$ cat config.mk
export PLATFORM = sky130hd
export DESIGN_NAME = WriteAddressCounter
export DESIGN_NICKNAME = d
export VERILOG_FILES = /design/src/design/TexturePkg.sv /design/src/design/WriteAddressCounter.sv
export SDC_FILE = /design/constraint.sdc
export NUM_CORES = 1
export LEC_CHECK = 0
export BUFFER_PORTS_ARGS = -buffer_cell sky130_fd_sc_hd__buf_4
export CORE_AREA = 2 2 39 41
export CTS_CLUSTER_DIAMETER = 120
export DETAILED_ROUTE_END_ITERATION = 8
export DIE_AREA = 0 0 41 43
export HOLD_SLACK_MARGIN = 0.15
export PLACE_DENSITY = 0.71
export SYNTH_ARGS = -nofsm -noshare
export SYNTH_HDL_FRONTEND = slang
export SYNTH_SLANG_ARGS = --single-unit
$ cat constraint.sdc
create_clock -name clk -period 4.3 [get_ports clk]
set_input_delay 0.43 -clock clk [delete_from_list [all_inputs] [get_ports clk]]
set_output_delay 0.43 -clock clk [all_outputs]
set_load 0.03 [all_outputs]
$ cat src/design/TexturePkg.sv
`default_nettype none

package TexturePkg;

    // One RGBA4444 texel
    localparam int TEXEL_WIDTH = 16;

    // One stream beat, also one RAM word
    localparam int STREAM_WIDTH = 32;

    localparam int TEXELS_PER_WORD = STREAM_WIDTH / TEXEL_WIDTH;

    // Selects a texel inside a word
    localparam int LANE_BITS = $clog2(TEXELS_PER_WORD);

    // The stream writes raw bits, the fetch side reads texels
    // Lane 0 sits in the low half of the word
    typedef union packed
    {
        logic [STREAM_WIDTH - 1 : 0] raw;
        logic [TEXELS_PER_WORD - 1 : 0][TEXEL_WIDTH - 1 : 0] texels;
    } StreamWord;

    // Upload progress
    typedef enum logic [1 : 0]
    {
        Idle,
        Loading,
        Loaded
    } LoadState;

endpackage

`default_nettype wire
$ cat src/design/WriteAddressCounter.sv
`timescale 1ns/100ps
`default_nettype none

module WriteAddressCounter #(
    // RAM size in bytes, as a power of two
    parameter int SIZE_LOG2 = 14,
    localparam int ADDR_WIDTH = SIZE_LOG2 - $clog2(TexturePkg::STREAM_WIDTH / 8)
)
(
    input  wire                        clk,
    input  wire                        reset,
    input  wire                        beatWrite,
    input  wire                        addressClear,
    output logic [ADDR_WIDTH - 1 : 0]  writeAddr
);

    always_ff @(posedge clk)
    begin
        if (reset)
        begin
            writeAddr <= '0;
        end
        else if (addressClear)
        begin
            // Next upload starts again at word zero
            writeAddr <= '0;
        end
        else if (beatWrite)
        begin
            // Wraps at the top of the RAM
            writeAddr <= writeAddr + 1'b1;
        end
    end

endmodule

`default_nettype wire

==> impl_results.md <==
- Final Setup Violations: 0
- Worst-skew pair later-pin latency: 270 ps
- Synth area leaders: dfxtp_1 (43%), mux2i_1 (5.3%), nand2_1 (5.3%)
- Largest reg by FF count: writeAddr
- ANT nets after route: 0
- Biggest regs: writeAddr (12)
- Area leader, netlist: dfxtp_1
- Clock Skew: 1.74 ps
- Syn Area/Cell: 9.08 um2
- Reg clk slew, reported paths: 70 ps
- Cts bufs inserted: 3
- Initial antenna violation count: 0
- CP max FO: 7
- Max H-tree Level: 1
- Crit-path cells: ha_1 > nand4_4 > or4_1 > a21oi_1
- Worst-margin pin slew: 361 ps
- FFs w/ async S/R, synth: 0%
- Critical path required time: 4500 ps
- Post-Synthesis Cell Area: 563 um2
- TritonCTS clock tree: yes
- First drt pass iteration count: 5
- DRC: 0
- GPL Wtd Cong: 0.741
- Largest net degree at the start of global routing: 9
- Clock root cell: clkbuf_4
- Top-area cell type share of the netlist area: 42.7%
- Fin crit share: 36.2%
- Comb power frac: 5.7%
- Number of diodes: 0
- Syn Nets: 67
- Sw Share: 22.2%
- Die width: 41 um
- Max-slew violations: 0
- Post-synth EDFFs: 0
- Max reg flops: 12
- Post_cts resized: 0
- Cell family with the largest share of critical-path delay: simple AND/OR/NAND/NOR gates
- Register area share after synthesis: 42.7%
- Initial core utilization: 40.7%
- Placed cell area: 692 um2
- P per Cell Area: 268 nW/um2
- Hold Vio Cnt, Final: 0
- Layout cell share with drive strength beyond 1: 27.8%
- Post-CTS Setup Bufs: 0
- Vias in the first global route: 423
- Global-route wire length before repair: 1800 um
- CTS Buffer Depth: 2
- Multi-input logic area: 308 um2
- Row count: 14
- MaxCap Viol Count: 0
- Sink Count: 12
- CP max stage delay: 520 ps
- Cell area after layout: 714 um2
- WL/cell: 12.0 um
- Critical Path Start Type: flip-flop
- Chip Height: 43 um
- Clock share of power: 35.5%
- Crit path kind: flip-flop to flip-flop
- Yosys warning count: 0
- Gate count after technology mapping: 62
- Worst Path Arrival: 1760 ps
- Status: completed
- Worst vdd ir: 149 uV
- Core Box Area: 1380 um2
- Filler cells: 137
- Hold crit path type: primary input to flip-flop
- IO buf count: 15
- All-layer global routing usage: 15.4%
- Fmax: 0.643 GHz
- Full die area: 1760 um2
- Net switching power: 42.4 uW
- Dpl hpwl: 798 um
- Nets: 86
- CP Capture Type: flip-flop
- Netlist cell types: 24
- Commonest cells post-synth: dfxtp_1 (12), nand2_1 (8), a21oi_1 (5), nor2_1 (4)
- CTS Hold Bufs: 0
- WL final: 1140 um
- CP Buf/Inv Count: 0
- P_leak: 0.276 nW
- Max stage delay cell, worst path: or4_1
- First DRT Iteration DRCs: 11
- DR vias/cell: 5.54
- Final critical-path required period: 1560 ps
- Reg power frac: 58.8%
- Area grow syn2layout: 26.9%
- Top-count cell post-synth: dfxtp_1
- Top_reg_cell synth: dfxtp_1
- Relative slew slack: 75.7%
- Num ports: 16
- Internal Pwr Total: 149 uW
- Congestion Overflow GR: 0
- Register Area: 240 um2
- RSZ-0062 raised after global routing: no
- Setup TNS: 0 ps
- Via count: 526
- Register bit total from synthesis: 12
## power groups by stage
stage | logic, mW | registers, mW | clock network, mW
2_1_floorplan | 0.00431 | 0.116 | 0
3_3_place_gp | 0.0108 | 0.115 | 0
3_5_place_dp | 0.0108 | 0.115 | 0
4_1_cts | 0.0111 | 0.113 | 0.0700
5_1_grt | 0.0119 | 0.113 | 0.0759
6_report | 0.0109 | 0.113 | 0.0679
## worst register-to-register path, stage by stage (launching register included)
cell	delay, ps
dfxtp_1	400
ha_1	270
nand4_4	150
or4_1	520
a21oi_1	150
## final timing paths
| check | start | endpoint | slack, ps | depth (start not counted) |
|---|---|---|---|---|
| worst min-delay path | reset | writeAddr[9]$_SDFFE_PP0P_ | 440 | 3 |
| worst min register to register | writeAddr[11]$_SDFFE_PP0P_ | writeAddr[11]$_SDFFE_PP0P_ | 480 | 2 |
| worst max-delay path | writeAddr[0]$_SDFFE_PP0P_ | writeAddr[10]$_SDFFE_PP0P_ | 2740 | 4 |
| worst max register to register | writeAddr[0]$_SDFFE_PP0P_ | writeAddr[10]$_SDFFE_PP0P_ | 2740 | 4 |
## placed cells by master, fill, tap and decap left out
cell and n:
a21oi_1 5, buf_4 15, xnor2_1 2, inv_1 3
clkbuf_4 3, and4_2 1, ha_1 1, nand2_1 8
o21a_1 2, nand4_2 1, nand4_1 1, o21ai_0 1
dfxtp_1 12, or2_2 1, or3_1 3, nand4_4 1
xor2_1 1, nor3_1 1, or4_1 3, mux2i_1 3
nor2_1 4, nand3_1 1, o31ai_1 3, and2_1 1
nor4_1 2
## final cells by class
cell class                 instances  share of cell area (%)
sequential                        12                    33.6
inverter                           3                    1.58
timing repair buffer              15                    15.8
multi-input combinational         46                    43.1
clock buffer                       3                    3.15
tap                               16                    2.80
## metal layers
layer  GRT usage (%)  wire, um  up-vias
met5               0         0        -
met4            8.00        14        0
met3            6.28        77        2
met2            21.6       554       19
met1            19.5       491      243
li1                -         -      262
## logic make-up (layout without fill, tap and decap cells)
logic type / count (synthesis) / count (layout) / share of synthesized area [%]
DFF: 12 / 12 / 42.7
buffers and inverters: 4 / 21 / 2.67
muxes: 3 / 3 / 5.33
and+or+nand+nor: 28 / 28 / 30.4
xor gates and xnor gates: 3 / 3 / 4.67
AOI/OAI and AO/OA: 11 / 11 / 12.0
adders and majority gates: 1 / 1 / 2.22
## metrics by stage
step | utilization, % | power (mW) | hold slack, ps | instances | worst slack (ps)
6_report | 51.6 | 0.191 | 437 | 95 | 2740
5_1_grt | 51.6 | 0.200 | 438 | 95 | 2660
4_1_cts | 51.6 | 0.194 | 433 | 95 | 2740
3_5_place_dp | 50.0 | 0.126 | 466 | 92 | 2790
3_3_place_gp | 50.0 | 0.126 | 464 | 92 | 2810
2_1_floorplan | - | 0.121 | 578 | 62 | 2610
Note: power is estimated with default switching activity, not from simulation.
