### config.mk
export PLATFORM = sky130hd
export DESIGN_NAME = TexelLocator
export DESIGN_NICKNAME = d
export VERILOG_FILES = /design/src/design/TexturePkg.sv /design/src/design/TexelLocator.sv
export SDC_FILE = /design/constraint.sdc
export NUM_CORES = 1
export LEC_CHECK = 0
export BUFFER_PORTS_ARGS = -buffer_cell sky130_fd_sc_hd__buf_2
export CORE_MARGIN = 10
export CORE_UTILIZATION = 46
export CTS_CLUSTER_SIZE = 12
export DETAILED_ROUTE_END_ITERATION = 10
export PLACE_DENSITY = 0.91
export RECOVER_POWER = 100
export SETUP_SLACK_MARGIN = 0.02
export SLEW_MARGIN = 15
export SYNTH_ARGS = -nofsm -noshare
export SYNTH_HDL_FRONTEND = slang
export SYNTH_SLANG_ARGS = --single-unit
### constraint.sdc
create_clock -name clk -period 9.1 [get_ports clk]
set_input_delay 1.82 -clock clk [delete_from_list [all_inputs] [get_ports clk]]
set_output_delay 1.82 -clock clk [all_outputs]
set_load 0.02 [all_outputs]
### src/design/TexturePkg.sv
`default_nettype none

package TexturePkg;

    // One RGBA4444 texel
    localparam int TEXEL_WIDTH = 16;

    // One stream beat, also one RAM word
    localparam int STREAM_WIDTH = 32;

    localparam int TEXELS_PER_WORD = STREAM_WIDTH / TEXEL_WIDTH;

    // Selects a texel inside a word
    localparam int LANE_BITS = $clog2(TEXELS_PER_WORD);

    // The stream writes raw bits, the fetch side reads texels
    // Lane 0 sits in the low half of the word
    typedef union packed
    {
        logic [STREAM_WIDTH - 1 : 0] raw;
        logic [TEXELS_PER_WORD - 1 : 0][TEXEL_WIDTH - 1 : 0] texels;
    } StreamWord;

    // Upload progress
    typedef enum logic [1 : 0]
    {
        Idle,
        Loading,
        Loaded
    } LoadState;

endpackage

`default_nettype wire
### src/design/TexelLocator.sv
`timescale 1ns/100ps
`default_nettype none

module TexelLocator #(
    // RAM size in bytes, as a power of two
    parameter int SIZE_LOG2 = 14,
    localparam int ADDR_WIDTH = SIZE_LOG2 - $clog2(TexturePkg::STREAM_WIDTH / 8)
)
(
    input  wire                                  clk,

    // Texture sizes, lowest set bit gives the extent
    input  wire  [7 : 0]                         textureSizeX,
    input  wire  [7 : 0]                         textureSizeY,

    // Fixed-point coordinates, fraction in bits 14 down to 0
    input  wire  [15 : 0]                        texelX,
    input  wire  [15 : 0]                        texelY,

    // RAM read port
    output logic [ADDR_WIDTH - 1 : 0]            readAddr,
    input  wire  TexturePkg::StreamWord          readData,

    output logic [TexturePkg::TEXEL_WIDTH - 1 : 0] texel
);
    import TexturePkg::*;

    logic [3 : 0]  xBits;
    logic [3 : 0]  yBits;
    logic [7 : 0]  xIndex;
    logic [7 : 0]  yIndex;
    logic [15 : 0] texelIndex;

    // Lane of the fetch whose word is coming back from the RAM
    logic [LANE_BITS - 1 : 0] laneDelay;

    // Index bits of one axis, from the lowest set bit of its size byte
    function automatic logic [3 : 0] indexBits(input logic [7 : 0] size);
        logic [3 : 0] bits;
        casez (size)
            8'b???????1: bits = 4'd1;
            8'b??????10: bits = 4'd2;
            8'b?????100: bits = 4'd3;
            8'b????1000: bits = 4'd4;
            8'b???10000: bits = 4'd5;
            8'b??100000: bits = 4'd6;
            8'b?1000000: bits = 4'd7;
            8'b10000000: bits = 4'd8;
            default:     bits = 4'd0;
        endcase
        return bits;
    endfunction

    // Coordinate field of the given width, taken right below bit 15
    function automatic logic [7 : 0] coordField(
        input logic [15 : 0] coord,
        input logic [3 : 0]  bits
    );
        logic [7 : 0] top;
        top = coord[14 : 7];
        return top >> (4'd8 - bits);
    endfunction

    always_comb
    begin
        xBits = indexBits(textureSizeX);
        yBits = indexBits(textureSizeY);
        xIndex = coordField(texelX, xBits);
        yIndex = coordField(texelY, yBits);

        // Row index sits directly above the column index
        texelIndex = ({8'h00, yIndex} << xBits) | {8'h00, xIndex};
    end

    // Drop the lane bit, keep what fits the RAM
    assign readAddr = texelIndex[LANE_BITS +: ADDR_WIDTH];

    // Matches the RAM read latency
    always_ff @(posedge clk)
    begin
        laneDelay <= texelIndex[LANE_BITS - 1 : 0];
    end

    assign texel = readData.texels[laneDelay];

endmodule

`default_nettype wire

==> metrics.csv <==
stage;metric;value;unit
finish;regMostFlops;laneDelay;
finish;stdcell_count;341;
setup_path;critPathArrivalTime;5.51;ns
global_route;antenna_found_initial;0;
power;clockPowerShare;0;%
timing;tns;0;ns
logic_synthesis;yosysSeqAreaShare;1.25;%
logic_synthesis;ys_top_cells_by_count;nor2_1, mux2_2, nand2_1;
finish;nets;380;
logic_synthesis;netlist_area;0.00160;sq mm
detailed_routing;drt-vias-per-instance;6.03;
logic_synthesis;synth_cell_type_count;63;
place;dpl.hpwl;4780;microns
setup_path;cp_slowest_stage_delay;0.59;ns
die;dieArea;0.00624;sq mm
place;place.port_buffers;92;
setup_path;cp-start-kind;primary input;
power;p_sw;98.3;uW
setup_path;crit_buf_inv;3;
logic_synthesis;yosysMostFrequentCell;nor2_1;
timing;rsz0062_at_grt;no;
finish;layout-drive-gt1-share;34.2;%
worst_hold_path;hold_class;in -> reg;
flow_run;cap_violations;0;
detailed_routing;ant_nets;0;
setup_path;cp.required;7.28;ns
die;ios;109;
detailed_routing;dr.pass1.iters;5;
power;p_leak;0.000832;uW
die;start_util;48.0;%
detailed_routing;drc;0;
logic_synthesis;syn-num-nets;309;
cts;cts_resized;0;
detailed_routing;dr_total_vias;2057;
logic_synthesis;syn_avg_cell_area;7.08;sq um
finish;largest_registers;laneDelay x1;
timing;setup_viol;0;
logic_synthesis;yosysTopAreaCell;mux2_2;
timing;hold_viol_final;0;
power;sw_frac_of_total;57.9;%
logic_synthesis;ys_warn_count;0;
logic_synthesis;synth_top_area_share;12.7;%
cts;cts_setup_buffers;0;
timing;tightestPinTransition;0.853;ns
setup_path;critical_path.max_fanout;17;
setup_path;crit_chain;buf_2 > or3_4 > a211o_1 > nand2_1 > inv_4 > ha_1 > nand2b_1 > nor3_1 > o21ai_1 > o311ai_2 > a311o_1 > o21ai_0 > o21ai_0 > buf_2;
setup_path;worst_path_max_delay_cell;ha_1;
timing;fin_crit_sh;80.5;%
logic_synthesis;synth-edff-count;0;
die;core;0.00334;sq mm
global_route;grt_max_degree;21;
finish;n_fill_cell;324;
global_route;grt_first_pass_wirelength;8890;microns
power;p_seq_share;6.2;%
place;place_inst;341;
die;die_h;79.0;microns
finish;antenna_cells;0;
timing;maxSlewHeadroom;43.0;%
power;p_total;170;uW
die;rows;21;
power;powerDensity;88.0;mW/mm^2
power;vdd_ir_drop_max;24.0;uV
timing;timing.fmax;0.136;GHz
logic_synthesis;synthTopCellsByArea;mux2_2, mux2i_1, buf_4;
logic_synthesis;ys_ff_latch;1;
status;outcome;finished clean;
detailed_routing;wl_per_cell;16.4;microns
global_route;grt_pass1_vias;1929;
power;comb_power_share;93.8;%
setup_path;cpLargestDelayFamily;compound AO/OA/AOI/OAI gates;
global_route;grt.total_usage;16.0;%
setup_path;worstSetupEndpointType;primary output;
die;die_w;79.0;microns
timing;maxSlewViolCount;0;
logic_synthesis;ys_async_sr_fraction;0;%
global_route;grt_overflow;0;
timing;fin_crit;7.33;ns
finish;largest_reg_flops;1;
setup_path;worstSetupPathType;in -> out;
cts;cts_hold_buf;0;
cts;path_clk_slew;0;ns
detailed_routing;routed_wl;5580;microns
place;gp_congestion;0.972;
power;p_int;71.5;uW
finish;areaGrowthSynthToFinish;20.6;%
logic_synthesis;synthFlopType;dfxtp_1;
detailed_routing;drtIter0Drc;159;
logic_synthesis;synthCells;226;
==> per-stage QoR <==
stage               util, %  area (sq um)  hold WS [ns]  setup slack [ns]
finish                 57.9          1930          2.22              1.77
global route           57.9          1930          2.26              1.49
CTS                    59.6          1990          2.21              2.12
detailed placement     59.6          1990          2.22              2.13
global placement       59.6          1990          2.19              2.12
floorplan                 -          1600          2.02              2.60
==> power by group through the flow <==
stage | Combinational, uW | Clock, uW | Sequential (uW)
finish | 159 | 0 | 10.5
global route | 173 | 0 | 11.2
CTS | 164 | 0 | 10.7
detailed placement | 163 | 0 | 10.5
global placement | 161 | 0 | 10.5
floorplan | 129 | 0 | 5.64
==> routing by layer <==
metal | wire length [microns] | vias up | global-route usage, %
met5 | 0 | - | 0
met4 | 42 | 0 | 1.25
met3 | 565 | 6 | 2.93
met2 | 2640 | 124 | 29.0
met1 | 2330 | 929 | 19.7
li1 | - | 998 | -
==> cells in the final DEF, fill, tap and decap left out, types with 6 or more instances in the layout <==
cell,count
buf_2,69
nor2_1,24
clkbuf_1,23
nand2_1,19
mux2_2,18
o21ai_0,13
mux2i_1,13
a21oi_1,9
nor3_1,8
nor4_1,6
==> worst paths after layout <==
check / endpoint / slack, ns / cells after the start / from
worst min-delay path: laneDelay$_DFF_P_ / 2.22 / 3 / textureSizeX[7]
worst max-delay path: readAddr[6] / 1.77 / 14 / textureSizeY[1]
==> final cells by class <==
| type | count | area, sq um | area share, % |
|---|---|---|---|
| Timing Repair Buffer | 93 | 439 | 22.7 |
| Tap cell | 46 | 57.6 | 2.98 |
| Multi-Input combinational cell | 194 | 1390 | 71.7 |
| Sequential cell | 1 | 20.0 | 1.04 |
| Inverter | 7 | 28.8 | 1.49 |
==> kinds of logic after synthesis <==
group | after synthesis | share of synthesized area, %
AO/OA/AOI/OAI | 70 | 33.2
buffers and inverters | 31 | 10.4
flip-flops | 1 | 1.25
adder cells (fa/ha/maj) | 2 | 1.56
multiplexers | 34 | 25.0
AND/OR/NAND/NOR | 88 | 28.6
Note: power is estimated with default switching activity, not from simulation.
