$ cat config.mk
export PLATFORM = sky130hd
export DESIGN_NAME = TextureLoadControl
export DESIGN_NICKNAME = d
export VERILOG_FILES = /design/src/design/TexturePkg.sv /design/src/design/TextureLoadControl.sv
export SDC_FILE = /design/constraint.sdc
export NUM_CORES = 1
export LEC_CHECK = 0
export ABC_CLOCK_PERIOD_IN_PS = 1680
export BUFFER_PORTS_ARGS = -buffer_cell sky130_fd_sc_hd__buf_4
export CAP_MARGIN = 15
export CORE_AREA = 10 10 47 49
export CTS_CLUSTER_DIAMETER = 50
export DETAILED_ROUTE_END_ITERATION = 10
export DIE_AREA = 0 0 57 59
export SLEW_MARGIN = 20
export SYNTH_ARGS = -nofsm -noshare
export SYNTH_HDL_FRONTEND = slang
export SYNTH_SLANG_ARGS = --single-unit
$ cat constraint.sdc
create_clock -name clk -period 1.68 [get_ports clk]
set_input_delay 0.168 -clock clk [delete_from_list [all_inputs] [get_ports clk]]
set_output_delay 0.168 -clock clk [all_outputs]
set_load 0.005 [all_outputs]
$ cat src/design/TexturePkg.sv
`default_nettype none

package TexturePkg;

    // One RGBA4444 texel
    localparam int TEXEL_WIDTH = 16;

    // One stream beat, also one RAM word
    localparam int STREAM_WIDTH = 32;

    localparam int TEXELS_PER_WORD = STREAM_WIDTH / TEXEL_WIDTH;

    // Selects a texel inside a word
    localparam int LANE_BITS = $clog2(TEXELS_PER_WORD);

    // The stream writes raw bits, the fetch side reads texels
    // Lane 0 sits in the low half of the word
    typedef union packed
    {
        logic [STREAM_WIDTH - 1 : 0] raw;
        logic [TEXELS_PER_WORD - 1 : 0][TEXEL_WIDTH - 1 : 0] texels;
    } StreamWord;

    // Upload progress
    typedef enum logic [1 : 0]
    {
        Idle,
        Loading,
        Loaded
    } LoadState;

endpackage

`default_nettype wire
$ cat src/design/TextureLoadControl.sv
`timescale 1ns/100ps
`default_nettype none

module TextureLoadControl
(
    input  wire  clk,
    input  wire  reset,

    // Upload stream
    input  wire  streamValid,
    input  wire  streamLast,
    output logic streamReady,

    // Steering for the write address counter
    output logic beatWrite,
    output logic addressClear,

    output logic textureLoaded
);
    import TexturePkg::*;

    LoadState state;
    LoadState nextState;

    // Every valid beat is taken once the unit is out of reset
    assign beatWrite = streamValid && streamReady;

    // The final beat also returns the counter to word zero
    assign addressClear = beatWrite && streamLast;

    always_comb
    begin
        nextState = state;
        if (addressClear)
        begin
            // Covers a single-beat texture too
            nextState = Loaded;
        end
        else if (beatWrite)
        begin
            nextState = Loading;
        end
    end

    always_ff @(posedge clk)
    begin
        if (reset)
        begin
            state <= Idle;
            streamReady <= 1'b0;
        end
        else
        begin
            state <= nextState;
            streamReady <= 1'b1;
        end
    end

    assign textureLoaded = (state == Loaded);

endmodule

`default_nettype wire

==> flow_metrics.env, run 1 <==
export IMPL_synth_nets=15
export IMPL_grt_max_degree=6
export IMPL_hp_class="primary input to register"
export IMPL_hold_path_startpoint="reset"
export IMPL_holdBufCountCts=0
export IMPL_dr_first_iter_drc_count=0
export IMPL_ys_seq_area_share_pct=50.53
export IMPL_worst_hold_path_num_cells=2
export IMPL_avgRoutedWirePerCell_um=8.921
export IMPL_cts_setup_buffers=0
export IMPL_power_density_nw_per_um2=1038
export IMPL_grt_pass1_vias=130
export IMPL_postRouteAntennaNets=0
export IMPL_grt_pass1_wl_um=524
export IMPL_synth_top_area_share_pct=50.53
export IMPL_slew_violations=0
export IMPL_synth_area_top_cells="dfxtp_1 51%, and3_4 9.5%, nor3_2 8.4%"
export IMPL_hold_viol_final=0
export IMPL_insertion_delay_ns=0.23
export IMPL_gp_congestion=0.5620
export IMPL_dieHeight_um=59
export IMPL_layout_drive_gt1_share_pct=59.09
export IMPL_fmax_ghz=0.9207
export IMPL_start_util_pct=8.482
export IMPL_power_leakage_nw=0.09952
export IMPL_grt_ovfl_total=0
export IMPL_cts_sinks=3
export IMPL_r2r_slack_ns=0.89
export IMPL_io_buffers=7
export IMPL_synth_most_common_cell="dfxtp_1"
export IMPL_crit_fanout=5
export IMPL_netlist_instances=11
export IMPL_required_ns=1.51
export IMPL_num_vias=115
export IMPL_nNetsFinal=27
export IMPL_cts_tree="done"
export IMPL_synth_ff_latch_count=3
export IMPL_first_pass_iters=1
export IMPL_fin_crit_ns=1.086
export IMPL_setup_violations=0
export IMPL_synth_avg_cell_area_um2=10.81
export IMPL_r2r_worst_path_cells=2
export IMPL_maxCapViolCount=0
export IMPL_die_area_um2=3363
export IMPL_synthToLayoutAreaGrowth_pct=83.16
export IMPL_place_area_um2=191.4
export IMPL_rr_startpoint="streamReady"
export IMPL_ys_async_sr_fraction_pct=0
export IMPL_ir_drop_v=0.0002033
export IMPL_whs_ns=0.1115
export IMPL_setup_ws_ns=0.5939
export IMPL_antenna_found_initial=0
export IMPL_root_buffer="clkbuf_4"
export IMPL_synth_area_leader_cell="dfxtp_1"
export IMPL_vias_per_cell=3.026
export IMPL_start_kind="register"
export IMPL_rr_endpoint="state[1]"
export IMPL_clk_pin_slew_ns=0.04
export IMPL_h_tree_depth=1
export IMPL_row_count=14
export IMPL_fillCellCount=168
export IMPL_endpoint_kind="output port"
export IMPL_final_area_um2=217.7
export IMPL_finalSetupTns_ns=0
export IMPL_rsz0062_at_grt="false"
export IMPL_synth_cell_types=9
export IMPL_critical_path_class="register to output port"
export IMPL_pre_cts_ws_ns=0.8317
export IMPL_postLayoutCoreUtil_pct=15.54
export IMPL_die_w_um=57
export IMPL_slew_headroom_pct=89.01
export IMPL_yosysWarnings=0
export IMPL_synth_area_um2=118.9
export IMPL_fp_coreArea_um2=1401
export IMPL_grt_usage_pct=2.372
export IMPL_diodes=0
export IMPL_min_to="state[0]"
export IMPL_worst_ep_arrival_time_ns=0.92
export IMPL_drc=0
export IMPL_cts_path_max_buffers=2
export IMPL_cts_buffers=3
export IMPL_post_route_period_util_pct=64.65
export IMPL_yosys_most_used_dff="dfxtp_1"
export IMPL_pin_count=8
export IMPL_status="finished clean"
export IMPL_synth_edf_count=0
export IMPL_drt_total_wl_um=339
export IMPL_fin_skew_ns=0.001271
export IMPL_ctsResizeCount=0
export IMPL_worstMarginPinSlew_ns=0.1633
==> where the power goes <==
group | internal [mW] | switching [mW] | total (mW)
Clock | 0.0889 | 0.0359 | 0.125
Combinational | 0.0149 | 0.00809 | 0.0229
Sequential | 0.0757 | 0.00254 | 0.0782
==> worst max-delay path, cell delays in order, from the launching register on <==
cell and delay, ns:
dfxtp_1 0.37, and3_4 0.21, buf_4 0.11
==> cell usage in the layout, fill, tap and decap left out, drive strengths merged <==
master and n:
a21boi 1, a21oi 1, o21a 1, inv 1, clkbuf 4, and2 1, dfxtp 3, and3 1
nor3 1, nor2b 1, buf 7
==> worst max path at each step <==
stage	start	end	cells past startpoint
finish	streamReady	addressClear	2
global route	streamReady	addressClear	2
CTS	streamReady	addressClear	2
detailed placement	streamReady	addressClear	2
global placement	streamReady	addressClear	2
floorplan	streamReady	state[1]	2
==> per-stage QoR <==
stage / power [mW] / cells
floorplan: 0.08774 / 11
global placement: 0.1029 / 34
detailed placement: 0.1030 / 34
CTS: 0.2360 / 38
global route: 0.2433 / 38
finish: 0.2260 / 38
==> flip-flops by register name, indices dropped and copies added, names as in the netlist <==
signal,count
state,2
streamReady,1
==> per-layer routing <==
layer | GRT usage (%) | vias to the layer above | share of wire (%)
met4 | 3.020 | 0 | 0
met3 | 3.004 | 0 | 15
met1 | 1.653 | 50 | 42
met5 | 0 | - | 0
met2 | 2.791 | 6 | 43
li1 | - | 59 | -
==> logic make-up after synthesis <==
kind of cell    after synthesis  share of synthesized area, %
buf+inv                       1                         3.155
compound gates                3                         16.84
flops                         3                         50.53
simple gates                  4                         29.48
==> cell type report <==
class	count	area [µm²]	share of cell area (%)
Timing Repair Buffer	7	52.55	24.14
Sequential cell	3	60.06	27.59
Tap cell	16	20.02	9.195
Multi-Input combinational cell	7	55.05	25.29
Clock buffer	4	26.28	12.07
Inverter	1	3.754	1.724
Power figures use the tool's default switching activity.
==> inputs of run 2 (changes only) <==
--- a/config.mk
+++ b/config.mk
@@ -5,7 +5,7 @@
 export SDC_FILE = /design/constraint.sdc
 export NUM_CORES = 1
 export LEC_CHECK = 0
-export ABC_CLOCK_PERIOD_IN_PS = 1680
+export ABC_CLOCK_PERIOD_IN_PS = 1100
 export BUFFER_PORTS_ARGS = -buffer_cell sky130_fd_sc_hd__buf_4
 export CAP_MARGIN = 15
 export CORE_AREA = 10 10 47 49
==> constraint.sdc (replaced) <==
create_clock -name clk -period 1.1 [get_ports clk]
set_input_delay 0.11 -clock clk [delete_from_list [all_inputs] [get_ports clk]]
set_output_delay 0.11 -clock clk [all_outputs]
set_load 0.005 [all_outputs]
==> flow_metrics.env, run 2 (same netlist as run 1, synthesis figures left out) <==
export IMPL_ir_drop_v=0.0002776
export IMPL_hp_class="primary input to register"
export IMPL_setup_violations=0
export IMPL_setup_ws_ns=0.1110
export IMPL_crit_fanout=5
export IMPL_status="finished clean"
export IMPL_power_density_nw_per_um2=1583
export IMPL_cts_tree="done"
export IMPL_routed_wl_met2_um=135
export IMPL_grt_max_degree=6
export IMPL_gp_congestion=0.6771
export IMPL_die_area_um2=3363
export IMPL_antenna_found_initial=0
export IMPL_diodes=0
export IMPL_root_buffer="clkbuf_4"
export IMPL_nNetsFinal=27
export IMPL_critical_path_class="register to output port"
export IMPL_wl_met3_um=61
export IMPL_drt_total_wl_um=319
export IMPL_pin_count=8
export IMPL_hold_path_startpoint="reset"
export IMPL_grt_pass1_wl_um=621
export IMPL_grt_usage_pct=2.813
export IMPL_endpoint_kind="output port"
export IMPL_avgRoutedWirePerCell_um=8.395
export IMPL_start_util_pct=8.482
export IMPL_finalSetupTns_ns=0
export IMPL_highest_layer="met3"
export IMPL_fmax_ghz=1.011
export IMPL_cts_buffers=3
export IMPL_cts_path_max_buffers=2
export IMPL_holdBufCountCts=0
export IMPL_met1_length_um=122
export IMPL_vias_per_cell=3.053
export IMPL_worstMarginPinSlew_ns=0.1614
export IMPL_grt_ovfl_total=0
export IMPL_post_route_period_util_pct=89.91
export IMPL_rsz0062_at_grt="false"
export IMPL_mostFrequentLayoutCell="buf_4"
export IMPL_power_leakage_nw=0.09952
export IMPL_io_buffers=7
export IMPL_fp_coreArea_um2=1401
export IMPL_rr_startpoint="streamReady"
export IMPL_largest_register="state"
export IMPL_fin_skew_ns=0.002709
export IMPL_row_count=14
export IMPL_fillCellCount=165
export IMPL_first_pass_iters=1
export IMPL_num_vias=116
export IMPL_startpoint="streamReady"
export IMPL_grt_pass1_vias=140
export IMPL_hold_viol_final=0
export IMPL_required_ns=0.99
export IMPL_fin_crit_ns=0.9890
export IMPL_maxCapViolCount=0
export IMPL_largest_register_ff_count=2
export IMPL_synthToLayoutAreaGrowth_pct=84.21
export IMPL_reg_top3="state (2), streamReady (1)"
export IMPL_layout_drive_gt1_share_pct=63.64
export IMPL_dieHeight_um=59
export IMPL_insertion_delay_ns=0.23
export IMPL_r2r_slack_ns=0.32
export IMPL_cts_setup_buffers=0
export IMPL_h_tree_depth=1
export IMPL_slew_violations=0
export IMPL_cts_sinks=3
export IMPL_die_w_um=57
export IMPL_postRouteAntennaNets=0
export IMPL_worst_ep_arrival_time_ns=0.88
export IMPL_most_common_layout_cells="7 x buf_4, 3 x clkbuf_4, 2 x dfxtp_1"
export IMPL_slew_headroom_pct=89.15
export IMPL_dr_first_iter_drc_count=0
export IMPL_drc=0
export IMPL_pre_cts_ws_ns=0.2902
export IMPL_start_kind="register"
export IMPL_ctsResizeCount=0
export IMPL_clk_pin_slew_ns=0.04
[run 2: final cells by class]
| class | count | area (µm²) | area share (%) |
|---|---|---|---|
| Tap cell | 16 | 20.02 | 9.143 |
| Clock buffer | 4 | 26.28 | 12.00 |
| Multi-Input combinational cell | 7 | 55.05 | 25.14 |
| Inverter | 1 | 3.754 | 1.714 |
| Sequential cell | 3 | 61.31 | 28.00 |
| Timing Repair Buffer | 7 | 52.55 | 24.00 |
[run 2: worst paths after layout]
kind | to | cells past startpoint
worst max-delay path | addressClear | 2
worst min-delay path | state[0] | 2
worst max register to register | state[1] | 2
worst min register to register | state[0] | 2
[run 2: metal layers]
metal  GRT usage, %  up-vias
li1               -       59
met2          2.791        6
met4          3.020        0
met5              0        -
met3          4.292        0
met1          2.145       51
[run 2: worst max-delay path, cell delays in order, from the launching register on]
cell     delay (ns)
dfxtp_2        0.34
and3_4         0.20
buf_4          0.11
[run 2: power by group]
| part | switching, mW | leakage (nW) | internal [mW] |
|---|---|---|---|
| registers | 0.00367 | 0.0249 | 0.116 |
| clock network | 0.0561 | 0.0150 | 0.136 |
| logic | 0.0122 | 0.0597 | 0.0227 |
[run 2: metrics by stage]
step | instance area (µm²) | instances | utilization, % | power [mW] | hold slack, ns
2_1_floorplan | 118.9 | 11 | - | 0.1340 | 0.1797
5_1_grt | 219.0 | 38 | 15.63 | 0.3772 | 0.03957
3_5_place_dp | 191.4 | 34 | 13.66 | 0.1571 | 0.2873
3_3_place_gp | 191.4 | 34 | 13.66 | 0.1565 | 0.2833
6_report | 219.0 | 38 | 15.63 | 0.3466 | 0.04513
4_1_cts | 217.7 | 38 | 15.54 | 0.3588 | 0.03810
==> inputs of run 3 (changes only) <==
--- a/config.mk
+++ b/config.mk
@@ -8,10 +8,13 @@
 export ABC_CLOCK_PERIOD_IN_PS = 1100
 export BUFFER_PORTS_ARGS = -buffer_cell sky130_fd_sc_hd__buf_4
 export CAP_MARGIN = 15
+export CELL_PAD_IN_SITES_DETAIL_PLACEMENT = 0
+export CELL_PAD_IN_SITES_GLOBAL_PLACEMENT = 2
 export CORE_AREA = 10 10 47 49
 export CTS_CLUSTER_DIAMETER = 50
 export DETAILED_ROUTE_END_ITERATION = 10
 export DIE_AREA = 0 0 57 59
+export PLACE_DENSITY_LB_ADDON = 0.1
 export SLEW_MARGIN = 20
 export SYNTH_ARGS = -nofsm -noshare
 export SYNTH_HDL_FRONTEND = slang
==> flow_metrics.env, run 3 (same netlist as run 1, synthesis figures left out) <==
export IMPL_grt_max_degree=6
export IMPL_hold_viol_final=0
export IMPL_grt_usage_pct=2.809
export IMPL_post_route_period_util_pct=91.50
export IMPL_whs_ns=0.04117
export IMPL_swShare_pct=21.59
export IMPL_dp_cells=34
export IMPL_cts_buffers=3
export IMPL_fin_skew_ns=0.002176
export IMPL_fmax_ghz=0.9935
export IMPL_required_ns=0.99
export IMPL_finalSetupTns_ns=0
export IMPL_holdBufCountCts=0
export IMPL_row_count=14
export IMPL_total_power_mw=0.3505
export IMPL_cts_setup_buffers=0
export IMPL_rsz0062_at_grt="false"
export IMPL_largest_register_ff_count=2
export IMPL_power_leakage_nw=0.09952
export IMPL_r2r_slack_ns=0.30
export IMPL_vias_per_cell=3.105
export IMPL_largest_register="state"
export IMPL_setup_ws_ns=0.09349
export IMPL_p_seq_share_pct=34.2
export IMPL_start_util_pct=8.482
export IMPL_cp_cell_sequence="and3_4, buf_4"
export IMPL_worst_ep_arrival_time_ns=0.90
export IMPL_avgRoutedWirePerCell_um=9.474
export IMPL_pre_cts_ws_ns=0.2841
export IMPL_place_area_um2=191.4
export IMPL_layout_drive_gt1_share_pct=63.64
export IMPL_grt_pass1_wl_um=621
export IMPL_die_w_um=57
export IMPL_crit_slowest_cell="dfxtp_2"
export IMPL_slowest_delay_ns=0.35
export IMPL_crit_fanout=5
export IMPL_grt_pass1_vias=135
export IMPL_ir_drop_v=0.0002609
export IMPL_fp_coreArea_um2=1401
export IMPL_clk_pin_slew_ns=0.04
export IMPL_r2r_worst_path_cells=2
export IMPL_fin_crit_ns=1.007
export IMPL_slew_violations=0
export IMPL_power_density_nw_per_um2=1601
export IMPL_nNetsFinal=27
export IMPL_worst_hold_path_num_cells=2
export IMPL_drt_total_wl_um=360
export IMPL_synthToLayoutAreaGrowth_pct=84.21
export IMPL_final_area_um2=219.0
export IMPL_cts_tree="done"
export IMPL_timing_critical_path_buf_inv=1
export IMPL_setup_violations=0
export IMPL_io_buffers=7
export IMPL_hold_path_startpoint="reset"
export IMPL_cts_path_max_buffers=2
export IMPL_p_comb_share_pct=10.1
export IMPL_maxCapViolCount=0
export IMPL_endpoint_kind="output port"
export IMPL_gp_congestion=0.5962
export IMPL_die_area_um2=3363
export IMPL_mostFrequentLayoutCell="buf_4"
export IMPL_first_pass_iters=3
export IMPL_status="finished clean"
export IMPL_instances_no_fill=38
export IMPL_root_buffer="clkbuf_4"
export IMPL_drc=0
export IMPL_hp_class="primary input to register"
export IMPL_ctsResizeCount=0
export IMPL_num_vias=118
export IMPL_pin_count=8
export IMPL_intPower_mw=0.2748
export IMPL_start_kind="register"
export IMPL_reg_top3="state (2), streamReady (1)"
export IMPL_postRouteAntennaNets=0
export IMPL_min_to="state[0]"
export IMPL_diodes=0
export IMPL_grt_ovfl_total=0
export IMPL_most_common_layout_cells="7 x buf_4, 3 x clkbuf_4, 2 x dfxtp_1"
export IMPL_antenna_found_initial=0
export IMPL_dr_first_iter_drc_count=4
export IMPL_rr_startpoint="streamReady"
export IMPL_worstMarginPinSlew_ns=0.1386
export IMPL_slew_headroom_pct=90.68
export IMPL_crit_family="flip-flops"
export IMPL_p_switching_mw=0.07567
export IMPL_dieHeight_um=59
export IMPL_h_tree_depth=1
export IMPL_clock_power_share_pct=55.7
export IMPL_postLayoutCoreUtil_pct=15.63
export IMPL_rr_endpoint="state[1]"
export IMPL_insertion_delay_ns=0.23
export IMPL_cts_sinks=3
export IMPL_critical_path_class="register to output port"
-- run 3: cell counts in the layout (fill, tap and decap cells not counted) --
Identical to the previous run, type by type.
-- run 3: worst max path at each step --
stage | end | start | cells past startpoint | slack [ns]
after floorplan | state[1] | streamReady | 2 | 0.32
after global placement | state[1] | streamReady | 2 | 0.27
after detailed placement | state[1] | streamReady | 2 | 0.28
after CTS | addressClear | streamReady | 2 | 0.03
after global routing | addressClear | streamReady | 2 | 0.04
final | addressClear | streamReady | 2 | 0.09
-- run 3: power by group through the flow --
stage	Sequential [mW]	Clock (mW)	Combinational (mW)
CTS	0.120	0.207	0.0364
global route	0.121	0.208	0.0398
global placement	0.122	0	0.0375
finish	0.120	0.195	0.0354
floorplan	0.120	0	0.0136
detailed placement	0.121	0	0.0362
-- run 3: final cells by class --
type                            count  area, µm²
Sequential cell                     3      61.31
Timing Repair Buffer                7      52.55
Clock buffer                        4      26.28
Tap cell                           16      20.02
Fill cell                         164       1182
Multi-Input combinational cell      7      55.05
Inverter                            1      3.754
-- run 3: routing by layer --
metal  track usage (%)  vias to the layer above  routed length [µm]
met2             2.791                       10                 134
met1             2.019                       47                 124
met5                 0                        -                   0
met4             5.034                        0                  14
met3             3.219                        2                  86
li1                  -                       59                   -
-- run 3: worst reg2reg max path: cells and delay by family (launching register included) --
family / cells / cell delay (ns)
AND/OR/NAND/NOR: 1 / 0.18
AO/OA/AOI/OAI: 1 / 0.18
flip-flops: 1 / 0.33
